**src/logic/tiny16_pkg.sv**
```systemverilog
package tiny16_pkg;

    // major opcode, instruction bits 6:4
    typedef enum logic [2:0] {
        op_jmp  = 3'd0,
        op_br   = 3'd1,
        op_mvl  = 3'd2,
        op_st   = 3'd3,
        op_ld   = 3'd4,
        op_grp5 = 3'd5,
        op_ldpc = 3'd6,
        op_call = 3'd7
    } op_e;

    // group 5 operation, instruction bits 15:7
    typedef enum logic [8:0] {
        g5_halt  = 9'h000,
        g5_shr   = 9'h003,
        g5_shl   = 9'h004,
        g5_movrr = 9'h005,
        g5_add   = 9'h006,
        g5_sub   = 9'h007,
        g5_and   = 9'h008,
        g5_or    = 9'h009,
        g5_xor   = 9'h00a,
        g5_test  = 9'h00b,
        g5_cmp   = 9'h00c,
        g5_swab  = 9'h010,
        g5_nop   = 9'h1fe
    } grp5_e;

    typedef enum logic [2:0] {
        st_fetch,
        st_exec,
        st_mem,
        st_wb,
        st_halt
    } seq_state_e;

    // group 5 with code 1fe, decodes as g5_nop
    localparam logic [15:0] nop_word = 16'hff50;

    // instruction field positions
    localparam int op_lo  = 4;
    localparam int op_hi  = 6;
    localparam int hi_lo  = 7;
    localparam int hi_hi  = 15;
    localparam int dst_lo = 2;
    localparam int dst_hi = 3;
    localparam int src_lo = 0;
    localparam int src_hi = 1;
    localparam int neg_bit = 3;

endpackage

```
**src/logic/tiny16_ifs.sv**
```systemverilog
`timescale 1ns/1ps

// decoded instruction fields
interface dec_if;
    tiny16_pkg::op_e   op;
    tiny16_pkg::grp5_e grp5;
    logic [1:0]        dest_sel;
    logic [1:0]        src_sel;
    logic [2:0]        cond;
    logic              cond_neg;
    logic [15:0]       imm9;
    logic [15:0]       imm11;
    logic [15:0]       imm13;

    modport source (
        output op, grp5, dest_sel, src_sel, cond, cond_neg, imm9, imm11, imm13
    );

    modport sink (
        input op, grp5, dest_sel, src_sel, cond, cond_neg, imm9, imm11, imm13
    );
endinterface

// sequencer to execute handshake
interface exec_if;
    logic        exec_en;
    logic        mem_done;
    logic [15:0] load_data;
    logic [15:0] pc;
    logic [15:0] data_addr;
    logic [15:0] data_wdata;
    logic        need_read;
    logic        need_write;
    logic        halt_req;

    modport control (
        output exec_en, mem_done, load_data,
        input  pc, data_addr, data_wdata, need_read, need_write, halt_req
    );

    modport execute (
        input  exec_en, mem_done, load_data,
        output pc, data_addr, data_wdata, need_read, need_write, halt_req
    );
endinterface

// register file read ports and write-back
interface reg_if;
    logic [15:0] src_data;
    logic [15:0] dst_data;
    logic        wb_en;
    logic [15:0] acc;
    logic [15:0] load_data;

    modport execute (
        input  src_data, dst_data,
        output wb_en, acc, load_data
    );

    modport regfile (
        input  wb_en, acc, load_data,
        output src_data, dst_data
    );
endinterface

```
**src/logic/tiny16.sv**
```systemverilog
`timescale 1ns/1ps

module tiny16 #(
    parameter logic [15:0] reset_pc = 16'h0000
) (
    input  logic        clk,
    input  logic        nreset,
    output logic [15:0] mem_addr,
    output logic [15:0] mem_wdata,
    input  logic [15:0] mem_rdata,
    output logic        mem_rd,
    output logic        mem_wr,
    input  logic        mem_ready,
    output logic        halted
);

    logic [15:0] instr;

    dec_if  dec ();
    exec_if exec ();
    reg_if  regs ();

    tiny16_control u_control (
        .clk       (clk),
        .nreset    (nreset),
        .mem_addr  (mem_addr),
        .mem_wdata (mem_wdata),
        .mem_rdata (mem_rdata),
        .mem_rd    (mem_rd),
        .mem_wr    (mem_wr),
        .mem_ready (mem_ready),
        .halted    (halted),
        .instr     (instr),
        .exec      (exec.control)
    );

    tiny16_decode u_decode (
        .instr (instr),
        .dec   (dec.source)
    );

    tiny16_execute #(
        .reset_pc (reset_pc)
    ) u_execute (
        .clk    (clk),
        .nreset (nreset),
        .dec    (dec.sink),
        .exec   (exec.execute),
        .regs   (regs.execute)
    );

    tiny16_result u_result (
        .clk    (clk),
        .nreset (nreset),
        .dec    (dec.sink),
        .regs   (regs.regfile)
    );

endmodule

```
**src/logic/tiny16_control.sv**
```systemverilog
`timescale 1ns/1ps

module tiny16_control (
    input  logic        clk,
    input  logic        nreset,
    output logic [15:0] mem_addr,
    output logic [15:0] mem_wdata,
    input  logic [15:0] mem_rdata,
    output logic        mem_rd,
    output logic        mem_wr,
    input  logic        mem_ready,
    output logic        halted,
    output logic [15:0] instr,
    exec_if.control     exec
);

    tiny16_pkg::seq_state_e state;
    logic [15:0]            rd_data;
    logic                   need_mem;

    assign need_mem = exec.need_read | exec.need_write;

    // sequencer
    always_ff @(posedge clk) begin
        if (!nreset) begin
            // parked in write-back with a nop, so the first fetch follows release
            state <= tiny16_pkg::st_wb;
            instr <= tiny16_pkg::nop_word;
        end else begin
            case (state)
                tiny16_pkg::st_fetch: begin
                    if (mem_ready) begin
                        instr <= mem_rdata;
                        state <= tiny16_pkg::st_exec;
                    end
                end
                tiny16_pkg::st_exec: begin
                    if (exec.halt_req) begin
                        state <= tiny16_pkg::st_halt;
                    end else if (need_mem) begin
                        state <= tiny16_pkg::st_mem;
                    end else begin
                        state <= tiny16_pkg::st_wb;
                    end
                end
                tiny16_pkg::st_mem: begin
                    if (mem_ready) begin
                        state <= tiny16_pkg::st_wb;
                    end
                end
                tiny16_pkg::st_wb: begin
                    state <= tiny16_pkg::st_fetch;
                end
                default: begin
                    // st_halt, left only by reset
                    state <= tiny16_pkg::st_halt;
                end
            endcase
        end
    end

    // load data, captured when the data read completes
    always_ff @(posedge clk) begin
        if (state == tiny16_pkg::st_mem && exec.need_read && mem_ready) begin
            rd_data <= mem_rdata;
        end
    end

    assign exec.load_data = rd_data;
    assign exec.exec_en   = (state == tiny16_pkg::st_exec);
    assign exec.mem_done  = (state == tiny16_pkg::st_wb);

    // bus strobes held for the whole state, address stable until ready
    assign mem_rd = (state == tiny16_pkg::st_fetch) ||
                    (state == tiny16_pkg::st_mem && exec.need_read);
    assign mem_wr = (state == tiny16_pkg::st_mem) && exec.need_write;
    assign mem_addr  = (state == tiny16_pkg::st_mem) ? exec.data_addr : exec.pc;
    assign mem_wdata = exec.data_wdata;

    assign halted = (state == tiny16_pkg::st_halt);

endmodule

```
**src/logic/tiny16_decode.sv**
```systemverilog
`timescale 1ns/1ps

module tiny16_decode (
    input  logic [15:0] instr,
    dec_if.source       dec
);

    logic [8:0]  hi9;
    logic [10:0] val11;
    logic [12:0] val13;

    // upper nine bits carry the group 5 code or the low immediate bits
    assign hi9 = instr[tiny16_pkg::hi_hi:tiny16_pkg::hi_lo];

    assign dec.op = tiny16_pkg::op_e'(instr[tiny16_pkg::op_hi:tiny16_pkg::op_lo]);

    // anything outside the known set runs as a nop
    always_comb begin
        case (hi9)
            tiny16_pkg::g5_halt,
            tiny16_pkg::g5_shr,
            tiny16_pkg::g5_shl,
            tiny16_pkg::g5_movrr,
            tiny16_pkg::g5_add,
            tiny16_pkg::g5_sub,
            tiny16_pkg::g5_and,
            tiny16_pkg::g5_or,
            tiny16_pkg::g5_xor,
            tiny16_pkg::g5_test,
            tiny16_pkg::g5_cmp,
            tiny16_pkg::g5_swab: begin
                dec.grp5 = tiny16_pkg::grp5_e'(hi9);
            end
            default: begin
                dec.grp5 = tiny16_pkg::g5_nop;
            end
        endcase
    end

    // register selects
    assign dec.dest_sel = instr[tiny16_pkg::dst_hi:tiny16_pkg::dst_lo];
    assign dec.src_sel  = instr[tiny16_pkg::src_hi:tiny16_pkg::src_lo];

    // branch condition, mask over {c, z, n}
    assign dec.cond     = instr[2:0];
    assign dec.cond_neg = instr[tiny16_pkg::neg_bit];

    // split immediates, high part sits in the low nibble
    assign val11 = {instr[tiny16_pkg::src_hi:tiny16_pkg::src_lo], hi9};
    assign val13 = {instr[tiny16_pkg::dst_hi:tiny16_pkg::src_lo], hi9};

    assign dec.imm9  = {{7{hi9[8]}}, hi9};
    assign dec.imm11 = {{5{val11[10]}}, val11};
    assign dec.imm13 = {{3{val13[12]}}, val13};

endmodule

```
**src/logic/tiny16_execute.sv**
```systemverilog
`timescale 1ns/1ps

module tiny16_execute #(
    parameter logic [15:0] reset_pc = 16'h0000
) (
    input  logic     clk,
    input  logic     nreset,
    dec_if.sink      dec,
    exec_if.execute  exec,
    reg_if.execute   regs
);

    logic [15:0] pc;
    logic [15:0] acc;
    logic        c;
    logic        z;
    logic        n;
    logic [2:0]  cond_hit;
    logic        br_taken;
    logic        is_grp5;
    logic        writes_reg;
    logic [15:0] ld_base;
    logic [15:0] st_base;
    logic [15:0] data_addr;
    logic [15:0] data_wdata;

    assign is_grp5 = (dec.op == tiny16_pkg::op_grp5);

    // flags
    assign z = (acc == 16'h0000);
    assign n = acc[15];

    assign cond_hit = dec.cond & {c, z, n};
    assign br_taken = (|cond_hit) ^ dec.cond_neg;

    // register 0 as a base reads as zero
    assign ld_base = (dec.src_sel == 2'd0) ? 16'h0000 : regs.src_data;
    assign st_base = (dec.dest_sel == 2'd0) ? 16'h0000 : regs.dst_data;

    // pc, acc and carry
    always_ff @(posedge clk) begin
        if (!nreset) begin
            pc  <= reset_pc;
            acc <= 16'h0000;
            c   <= 1'b0;
        end else if (exec.exec_en) begin
            case (dec.op)
                tiny16_pkg::op_jmp:  pc <= pc + dec.imm13;
                tiny16_pkg::op_br:   pc <= br_taken ? pc + dec.imm9 : pc + 16'd1;
                default:             pc <= pc + 16'd1;
            endcase
            if (is_grp5) begin
                case (dec.grp5)
                    tiny16_pkg::g5_add: {c, acc} <= {1'b0, regs.dst_data} + {1'b0, regs.src_data};
                    tiny16_pkg::g5_sub,
                    tiny16_pkg::g5_cmp: {c, acc} <= {1'b0, regs.dst_data} - {1'b0, regs.src_data};
                    tiny16_pkg::g5_shl: {c, acc} <= {regs.dst_data, 1'b0};
                    tiny16_pkg::g5_shr: {acc, c} <= {1'b0, regs.dst_data};
                    tiny16_pkg::g5_and,
                    tiny16_pkg::g5_test: acc <= regs.dst_data & regs.src_data;
                    tiny16_pkg::g5_or:  acc <= regs.dst_data | regs.src_data;
                    tiny16_pkg::g5_xor: acc <= regs.dst_data ^ regs.src_data;
                    default: ;
                endcase
            end
        end else if (exec.mem_done && dec.op == tiny16_pkg::op_ldpc) begin
            pc <= exec.load_data;
        end
    end

    // data address and store data
    always_ff @(posedge clk) begin
        if (exec.exec_en) begin
            data_addr  <= (dec.op == tiny16_pkg::op_st) ? st_base + dec.imm9
                                                          : ld_base + dec.imm9;
            data_wdata <= regs.src_data;
        end
    end

    assign exec.pc         = pc;
    assign exec.data_addr  = data_addr;
    assign exec.data_wdata = data_wdata;
    assign exec.need_read  = (dec.op == tiny16_pkg::op_ld) || (dec.op == tiny16_pkg::op_ldpc);
    assign exec.need_write = (dec.op == tiny16_pkg::op_st);
    assign exec.halt_req   = exec.exec_en && is_grp5 && (dec.grp5 == tiny16_pkg::g5_halt);

    // test and cmp only set flags
    always_comb begin
        case (dec.op)
            tiny16_pkg::op_mvl,
            tiny16_pkg::op_ld:   writes_reg = 1'b1;
            tiny16_pkg::op_grp5: writes_reg = !(dec.grp5 inside {tiny16_pkg::g5_halt,
                                                                 tiny16_pkg::g5_test,
                                                                 tiny16_pkg::g5_cmp,
                                                                 tiny16_pkg::g5_nop});
            default:             writes_reg = 1'b0;
        endcase
    end

    assign regs.wb_en     = exec.mem_done && writes_reg;
    assign regs.acc       = acc;
    assign regs.load_data = exec.load_data;

endmodule

```
**src/logic/tiny16_result.sv**
```systemverilog
`timescale 1ns/1ps

module tiny16_result (
    input  logic    clk,
    input  logic    nreset,
    dec_if.sink     dec,
    reg_if.regfile  regs
);

    // A, W, X, SP
    logic [15:0] rf [4];
    logic [15:0] src_val;
    logic [15:0] wb_data;

    assign src_val = rf[dec.src_sel];

    assign regs.src_data = src_val;
    assign regs.dst_data = rf[dec.dest_sel];

    // write-back source
    always_comb begin
        case (dec.op)
            tiny16_pkg::op_mvl: wb_data = dec.imm11;
            tiny16_pkg::op_ld:  wb_data = regs.load_data;
            default: begin
                case (dec.grp5)
                    tiny16_pkg::g5_movrr: wb_data = src_val;
                    tiny16_pkg::g5_swab:  wb_data = {src_val[7:0], src_val[15:8]};
                    default:              wb_data = regs.acc;
                endcase
            end
        endcase
    end

    always_ff @(posedge clk) begin
        if (!nreset) begin
            for (int i = 0; i < 4; i++) begin
                rf[i] <= 16'h0000;
            end
        end else if (regs.wb_en) begin
            rf[dec.dest_sel] <= wb_data;
        end
    end

endmodule
```
**config.mk**
```make
export PLATFORM = sky130hd
export DESIGN_NAME = tiny16
export DESIGN_NICKNAME = d
export VERILOG_FILES = /design/src/logic/tiny16_pkg.sv /design/src/logic/tiny16_ifs.sv /design/src/logic/tiny16.sv /design/src/logic/tiny16_control.sv /design/src/logic/tiny16_decode.sv /design/src/logic/tiny16_execute.sv /design/src/logic/tiny16_result.sv
export SDC_FILE = /design/constraint.sdc
export NUM_CORES = 1
export LEC_CHECK = 0
export ABC_AREA = 1
export BUFFER_PORTS_ARGS = -buffer_cell sky130_fd_sc_hd__buf_4
export CAP_MARGIN = 10
export CORE_MARGIN = 3
export CORE_UTILIZATION = 42
export DETAILED_ROUTE_END_ITERATION = 8
export PLACE_DENSITY = 0.69
export SLEW_MARGIN = 20
export SYNTH_ARGS = -nofsm -noshare
export SYNTH_HDL_FRONTEND = slang
export SYNTH_SLANG_ARGS = --single-unit
```
**constraint.sdc**
```tcl
create_clock -name clk -period 7.9 [get_ports clk]
set_input_delay 0 -clock clk [delete_from_list [all_inputs] [get_ports clk]]
set_output_delay 0 -clock clk [all_outputs]
set_load 0.005 [all_outputs]
```
## Word-level counts from Yosys, hierarchy flattened

Memories as Yosys holds them, arrays and structs flattened. A register that Yosys moved wholly into a read port is not among the register bits.
Index checks and enable logic that the tools add are counted.

| cells by class | value |
|---|---|
| add/sub/neg operators | 7 |
| equality and inequality tests | 35 |
| muxes and demuxes | 30 |
| bitwise gates (word level) | 6 |
| reductions and logical operators | 31 |

Operators by type and width:

| kind | number |
|---|---|
| two-way mux 16 bit | 8 |
| one-hot mux 16 bit (7 select lines) | 1 |
| one-hot mux 16 bit (2 select lines) | 3 |
| equality test 9 x 4 -> 1 bit, second input constant | 10 |
| equality test 9 x 3 -> 1 bit, second input constant | 8 |
| adder 16 bit | 4 |
| equality test 9 x 2 -> 1 bit, second input constant | 2 |
| equality test 9 x 5 -> 1 bit, second input constant | 2 |
| zero test 9 bit | 2 |
| adder 16 x 16 -> 17 bit | 1 |
| subtractor 16 x 16 -> 17 bit | 1 |
| adder 16 x 1 -> 16 bit, second input constant | 1 |
| bitwise AND 16 bit | 1 |
| zero test 16 bit | 1 |
| bitwise OR 16 bit | 1 |
| OR reduction 16 bit | 1 |
| XOR 16 bit | 1 |
| equality test 3 x 2 -> 1 bit, second input constant | 4 |
| equality test 3 bit, second input constant | 4 |
| one-hot mux 3 bit (4 select lines) | 1 |
| OR reduction 12 bit | 1 |
| two-way mux 2 bit | 5 |
| equality test 9 bit, second input constant | 1 |
| two-way mux 3 bit | 3 |
| 21 further kinds | 42 |

| storage, ports and cells | value |
|---|---|
| register bits | 100 |
| bits in writable memories | 64 |
| input port bits | 19 |
| output and inout bits | 35 |
| memories | 1 |

Memories:

| memory | words | bits a word | rd ports | clocked after memory_dff | wr ports | RTL line | source |
|---|---|---|---|---|---|---|---|
| u_result.rf | 4 | 16 | 2 | 2 | 4 | tiny16_result.sv:11 | `logic [15:0] rf [4];` |

## Logic depth before layout (Yosys ltp)

Gate-level depths: netlist (run 1).

| logic depth | value |
|---|---|
| depth after elaboration | 13 |
| gate-level depth with buffers | 22 |

## Hierarchy

Synthesis (run 1) repeated with hierarchy kept, for this count alone.

| second synthesis, totals | value |
|---|---|
| cell total of the unflattened synthesis | 2,290 |
| area, all modules | 15,447.3 µm² |

By module, submodules not included:

| module | times used | cells each | area an instance (µm²) |
|---|---|---|---|
| tiny16_execute | 1 | 1,428 | 8,848.5 |
| tiny16_result | 1 | 576 | 4,352.9 |
| tiny16_control | 1 | 198 | 1,645.3 |
| tiny16_decode | 1 | 88 | 600.6 |

## Worst setup path before layout (run 1)

Ideal clock, no wire load.

| timing | value |
|---|---|
| kind | flip-flop to flip-flop |
| from | register u_control.instr[15] |
| to | memory u_result.rf[3][0], enable pin |
| data arrival time | 2.636 ns |
| required time | 7.486 ns |
| path slack | 4.849 ns |
| cell stages (with the launch flop) | 10 |
| buffers on the path | 0 |
| path through | dfxtp_1 -> inv_2 -> nand3_1 -> a21oi_4 -> nand3_4 -> nor2_1 -> nand4_1 -> nand2_1 -> nand2_1 -> o31ai_1 |

RTL lines:

| element | RTL line | source |
|---|---|---|
| start, declared | tiny16_control.sv:13 | `output logic [15:0] instr,` |
| start signal, assigned | tiny16_control.sv:28 | `instr <= tiny16_pkg::nop_word;` |
| start signal, assigned | tiny16_control.sv:33 | `instr <= mem_rdata;` |
| end, declared | tiny16_result.sv:11 |  |

==> summary.txt, run 1 <==
Fin crit period = 3.92 ns
HP Class = input pin to flop
H-tree levels = 4
Vias = 14300
Residual DRC count = 0
Lkg Pwr = 0.00661 µW
Cell Area, Synth = 13500 µm²
Period utilisation layout = 49.6%
First-pass GRT wire length = 76.4 mm
FF/Latch Area = 4480 µm²
Clock transition at the registers of the reported paths = 0.08 ns
Finished Layout Cells = 2442
Setup Skew = 0.0136 ns
Clk_lat worst skew = 0.46 ns
Status = finished, final reports clean
Most common cell after layout, fill and taps aside = nand2_1
Most frequent cells in the layout = nand2_1 (555), nand3_1 (221), inv_1 (204)
Unrepaired setup endpoints after global routing = no
FILL cells = 3258
Peak Freq = 0.255 GHz
Max clock buf depth = 2
DIE AREA = 34400 µm²
Grt ovf = 0
Starting DRT DRC Count = 1911
Least-Margin Pin Slew = 1.12 ns
CORE AREA = 31600 µm²
Mux cell area share after synthesis = 0.0831%
Global router's overall resource usage = 29.1%
Initial antenna violation count = 1
Resize count post-CTS = 0
Setup repair bufs after CTS = 0
Ys Warns = 0
Sequential share of the synthesized area = 33.1%
Diode count = 0
Slew Limit Headroom = 25.2%
WP data required = 8.10 ns
Final Util = 47.5%
Crit end category = flop
DRT Wirelength = 50.4 mm
GPL Wtd Cong = 1.02
Area of the multi-input gates = 7960 µm²
Final setup violation count = 0
CTS tree = yes
Distinct cells, synth = 47
Syn Area/Cell = 6.78 µm²
Synth Area in Compound Gates = 13.2%
Crit path launch type = flop
Largest family of logic cells by synthesized area = simple AND/OR/NAND/NOR gates
Number of synthesized register bits = 168
Final hold vios = 0
Adder-Cell Fraction of Synth Area = 8.44%
Mapped Cells = 1999
Pins Over Slew Limit = 0
Hpwl dp = 38.4 mm
Nets = 2135
DR WL/cell = 20.6 µm
Worst Path Class, Setup = flop to flop
CTS Root Cell = clkbuf_16
Via/cell ratio = 5.87
Layout cells sized above 1 = 6.76%
P&R area growth vs syn = 10.9%
Largest net degree at the start of global routing = 58
XOR/XNOR Fraction of Synth Area = 2.46%
CTS sink cnt = 168
WHS = 0.276 ns
Starting density of the core = 42.8%
Worst-path fanout max = 33
Die W = 186 µm
Dpl cells = 2392
Power per cell area = 186 nW/µm²
Setup_tns = 0 ns
IO Count = 54
Row count = 65
Vias in the first global route = 13200
Initial DRT Pass Iterations = 6
DRT antenna net count = 0
Simple logic cell fraction of the synthesized area = 34.4%
CTS buffer count = 17
PortBufs = 53
Die outline height = 186 µm
Max cap viols = 0
Worst Path Arrival = 4.12 ns
VDD IR-drop max = 156 µV
Net Count, Synth = 2107
-- layer usage --
metal | share of wire (%) | vias up | track usage, %
met4 | 3.9 | 4 | 11.9
met1 | 43 | 6618 | 41.0
met5 | 0.18 | - | 1.57
met3 | 11 | 130 | 6.66
li1 | - | 6756 | -
met2 | 42 | 826 | 43.0
-- state kept, by name, summed over array words and instances (netlist names), named ones only --
signal and flops:
u_control.exec.load_data 16, u_control.instr 16, u_control.state 3, u_execute.c 1, u_execute.exec.data_addr 16, u_execute.exec.data_wdata 16
u_execute.exec.pc 16, u_execute.regs.acc 16, u_result.rf 64
-- cell families after synthesis --
kind of cell,after synthesis
buf+inv,290
compound gates,325
xor+xnor,38
flops,168
simple gates,1088
mux,1
fa+ha+maj,89
-- through the flow --
step	setup slack, ns	cell area, µm²	total power [µW]
6_report	3.98	15000	2800
4_1_cts	4.09	15000	2780
5_1_grt	3.75	15000	2940
3_3_place_gp	4.19	14300	1920
2_1_floorplan	4.85	13500	1640
3_5_place_dp	4.11	14300	1930
-- critical path, cell delays in order (launching register included) --
cell and delay, ns:
dfxtp_1 0.31, buf_4 0.32, inv_1 0.52, nand2_1 0.22, nand3_1 0.08, nand2_1 0.34, o22ai_1 0.22, fa_1 0.47
nand3_1 0.12, nand3_1 0.13, nand4_1 0.11, o211ai_1 0.11, a21boi_0 0.34, o21ai_0 0.18, xor2_1 0.16
-- area by class of cell --
class / count / area share [%]
multi-input combinational: 1541 / 53.0
sequential: 168 / 29.9
inverter: 214 / 5.35
timing repair buffer: 85 / 4.55
tap: 402 / 3.35
clock buffer: 19 / 3.02
clock inverter: 13 / 0.866
-- power by group --
part           switching [µW]  internal (µW)  total (µW)
logic                     615            287         902
registers                50.3            991        1040
clock network             415            438         853
-- timing repair --
| action | in CTS | in global routing |
|---|---|---|
| endpoints found under the hold margin | 38 | 0 |
| hold buffers | 18 | 0 |
| setup endpoints to repair | 0 | 0 |
-- synth_stat cells (all sizes together) --
cell / n / area, µm²
a211oi: 1 / 7.51
a21boi: 3 / 22.5
a21o: 1 / 7.51
a21oi: 143 / 727
a221oi: 1 / 8.76
a22oi: 4 / 30.0
a31oi: 2 / 12.5
and2: 4 / 25.0
buf: 16 / 87.6
clkbuf: 60 / 225
clkinv: 2 / 7.51
dfxtp: 56 / 1120
edfxtp: 112 / 3360
fa: 4 / 80.1
ha: 85 / 1060
inv: 212 / 796
mux2: 1 / 11.3
nand2: 557 / 2100
nand3: 225 / 1150
nand3b: 7 / 52.6
nand4: 33 / 206
nor2: 194 / 741
nor3: 63 / 360
o2111ai: 3 / 26.3
o211ai: 12 / 90.1
o21a: 1 / 7.51
o21ai: 111 / 567
o21bai: 6 / 45.0
o221ai: 1 / 8.76
o22ai: 32 / 200
o31ai: 4 / 30.0
or2: 5 / 31.3
xnor2: 7 / 61.3
xor2: 31 / 272
-- path summary, 6_finish.rpt --
kind                                    startpoint                      endpoint  slack [ns]  cells after the start
worst min register to register  u_control.state[2]            u_control.state[2]        0.54                      2
worst max-delay path                          flop  u_execute.exec.data_addr[12]        3.98                     14
worst max register to register                flop  u_execute.exec.data_addr[12]        3.98                     14
worst min-delay path                 mem_rdata[14]  u_control.exec.load_data[14]        0.28                      2
(Power assumes the default switching activity.)
==> run 2: changes to the inputs <==
- PLACE_DENSITY: 0.69 -> 0.71
- clock period: 7.9 -> 3.4 ns (I/O delays scaled with it)
==> summary.txt, run 2 (synthesis results as in run 1) <==
DRT Wirelength = 51.4 mm (+2.1%)
CTS sink cnt = 168 (unchanged)
CTS Root Cell = clkbuf_16
Die outline height = 186 µm (unchanged)
Pins Over Slew Limit = 0 (unchanged)
Diode count = 0 (unchanged)
Worst Path Class, Setup = flop to flop
Final setup violation count = 0 (unchanged)
Cell family with most CP delay = simple AND/OR/NAND/NOR gates
Clock transition at the registers of the reported paths = 0.07 ns (about the same)
Reg2reg setup slack = 0.20 ns (-3.78 ns)
Least-Margin Pin Slew = 0.852 ns (-0.266 ns)
Status = finished, final reports clean
Setup repair bufs after CTS = 0 (unchanged)
Via/cell ratio = 5.86 (-0.20%)
Clk_lat worst skew = 0.45 ns (about the same)
Initial antenna violation count = 0 (-1)
Setup WS pre-CTS = 0.333 ns (-3.78 ns)
P&R area growth vs syn = 13.2%
Fin crit period = 3.20 ns (-0.718 ns)
Worst-path fanout max = 30 (-9.1%)
Worst path cell trace = buf_4 > nand2_1 > nand3_1 > nand2_1 > ha_1 > nand2_1 > nor2_1 > nand2_1 > nand3_1 > inv_1 > o21bai_1 > nand2_1 > nand2_1 > a21oi_1 > o21ai_0 > a21oi_1
Dpl cells = 2431 (+1.6%)
Crit end category = flop
Total chip power = 6560 µW (+130%)
Hpwl dp = 39.7 mm (+3.4%)
Max cap viols = 0 (unchanged)
Cell count along the critical path = 16 (+2)
Global router's overall resource usage = 29.8% (+0.73 points)
Worst Path Arrival = 3.53 ns (-0.59 ns)
Power per cell area = 428 nW/µm² (+130%)
H-tree levels = 4 (unchanged)
Crit path launch type = flop
Max clock buf depth = 2 (unchanged)
Critical Path Max Stage Delay = 0.50 ns (-0.02 ns)
WP data required = 3.73 ns (-4.37 ns)
CTS tree = yes
Setup_tns = 0 ns (unchanged)
Unrepaired setup endpoints after global routing = no
DR WL/cell = 20.7 µm (+0.52%)
Setup Skew = 0.0180 ns (+0.00440 ns)
Hold_sp = mem_rdata[2]
HP Class = input pin to flop
Starting density of the core = 42.8% (unchanged)
Peak Freq = 0.312 GHz (+22%)
PortBufs = 53 (unchanged)
Slew Limit Headroom = 42.8% (+18 points)
Max FFs per register = 64 (unchanged)
DRT antenna net count = 0 (unchanged)
Slowest stage cell, crit path = ha_1
VDD IR-drop max = 412 µV (+160%)
Initial DRT Pass Iterations = 8 (+2)
Die W = 186 µm (unchanged)
IO Count = 54 (unchanged)
Vias = 14500 (+1.4%)
GPL Wtd Cong = 1.03 (+0.95%)
CTS buffer count = 17 (unchanged)
Period utilisation layout = 94.2% (+45 points)
Nets = 2174 (+1.8%)
Layout cells sized above 1 = 8.61% (+1.8 points)
Bufs and invs on worst path = 2 (unchanged)
Finished Layout Cells = 2481 (+1.6%)
First-pass GRT wire length = 78.2 mm (+2.4%)
CORE AREA = 31600 µm² (unchanged)
Grt ovf = 0 (unchanged)
Lkg Pwr = 0.00681 µW (+3.0%)
Residual DRC count = 0 (unchanged)
Cells on worst reg2reg path = 16 (+2)
Largest net degree at the start of global routing = 57 (-1.7%)
Worst hold endpoint = u_control.exec.load_data[2]
FILL cells = 3190 (-2.1%)
Vias in the first global route = 13200 (+0.63%)
Most common cell after layout, fill and taps aside = nand2_1
Most frequent cells in the layout = nand2_1 (555), nand3_1 (221), inv_1 (204)
Row count = 65 (unchanged)
Worst reg2reg endpoint = u_execute.regs.acc[10]
Worst setup margin = 0.198 ns (-3.78 ns)
Starting DRT DRC Count = 2046 (+7.1%)
Top reg by flops = u_result.rf
WHS Path Cells = 2 (unchanged)
Final hold vios = 0 (unchanged)
Most used cell along the critical path = nand2_1
DIE AREA = 34400 µm² (unchanged)
[run 2: layout make-up]
cell class / instances / area [µm²] / area share (%)
clock inverters: 13 / 110 / 0.718
well taps: 402 / 503 / 3.28
multi-input cells: 1541 / 7970 / 52.0
clock buffers: 19 / 464 / 3.03
inverters: 214 / 803 / 5.24
flip-flops and latches: 168 / 4480 / 29.2
repair buffers: 124 / 1000 / 6.53
[run 2: per-layer routing]
layer,global-route usage (%),up-vias,share of wire [%]
met5,0,-,0
met3,5.61,117,9.9
met1,43.1,6788,44
met4,8.85,0,3.1
li1,-,6835,-
met2,45.5,794,43
[run 2: worst max path at each step]
stage          slack, ns                 from                      endpoint
6_report            0.20                 flop        u_execute.regs.acc[10]
5_1_grt            0.003                 flop                   u_execute.c
4_1_cts             0.30   u_control.instr[6]  u_execute.exec.data_addr[12]
3_5_place_dp        0.33   u_control.instr[6]  u_execute.exec.data_addr[12]
3_3_place_gp        0.36                 flop        u_execute.regs.acc[15]
2_1_floorplan       0.35  u_control.instr[15]             u_result.rf[3][0]
[run 2: timing repair]
item | in CTS | in global routing
hold endpoints to repair | 38 | 0
gates resized for setup | 0 | 2
hold buffers | 18 | 0
endpoints found under the setup margin | 0 | 2
[run 2: through the flow]
| step | util [%] | cell area, µm² | hold WS (ns) |
|---|---|---|---|
| 2_1_floorplan | - | 13500 | 0.0989 |
| 3_3_place_gp | 46.1 | 14600 | 0.190 |
| 3_5_place_dp | 46.1 | 14600 | 0.190 |
| 4_1_cts | 48.4 | 15300 | 0.263 |
| 5_1_grt | 48.5 | 15300 | 0.271 |
| 6_report | 48.5 | 15300 | 0.271 |
[run 2: worst register-to-register path: cells and delay by family, from the launching register on]
family | cells | cell delay (ns)
flip-flops | 1 | 0.37
AO/OA/AOI/OAI | 4 | 0.61
adder cells (fa/ha/maj) | 1 | 0.50
buffers and inverters | 2 | 0.43
AND/OR/NAND/NOR | 9 | 1.18
[run 2: power by group]
group,internal [µW],leakage [µW],switching (µW)
clock,1020,0.000285,932
combinational,717,0.00498,1490
sequential,2300,0.00155,100
total,4040,0.00681,2530
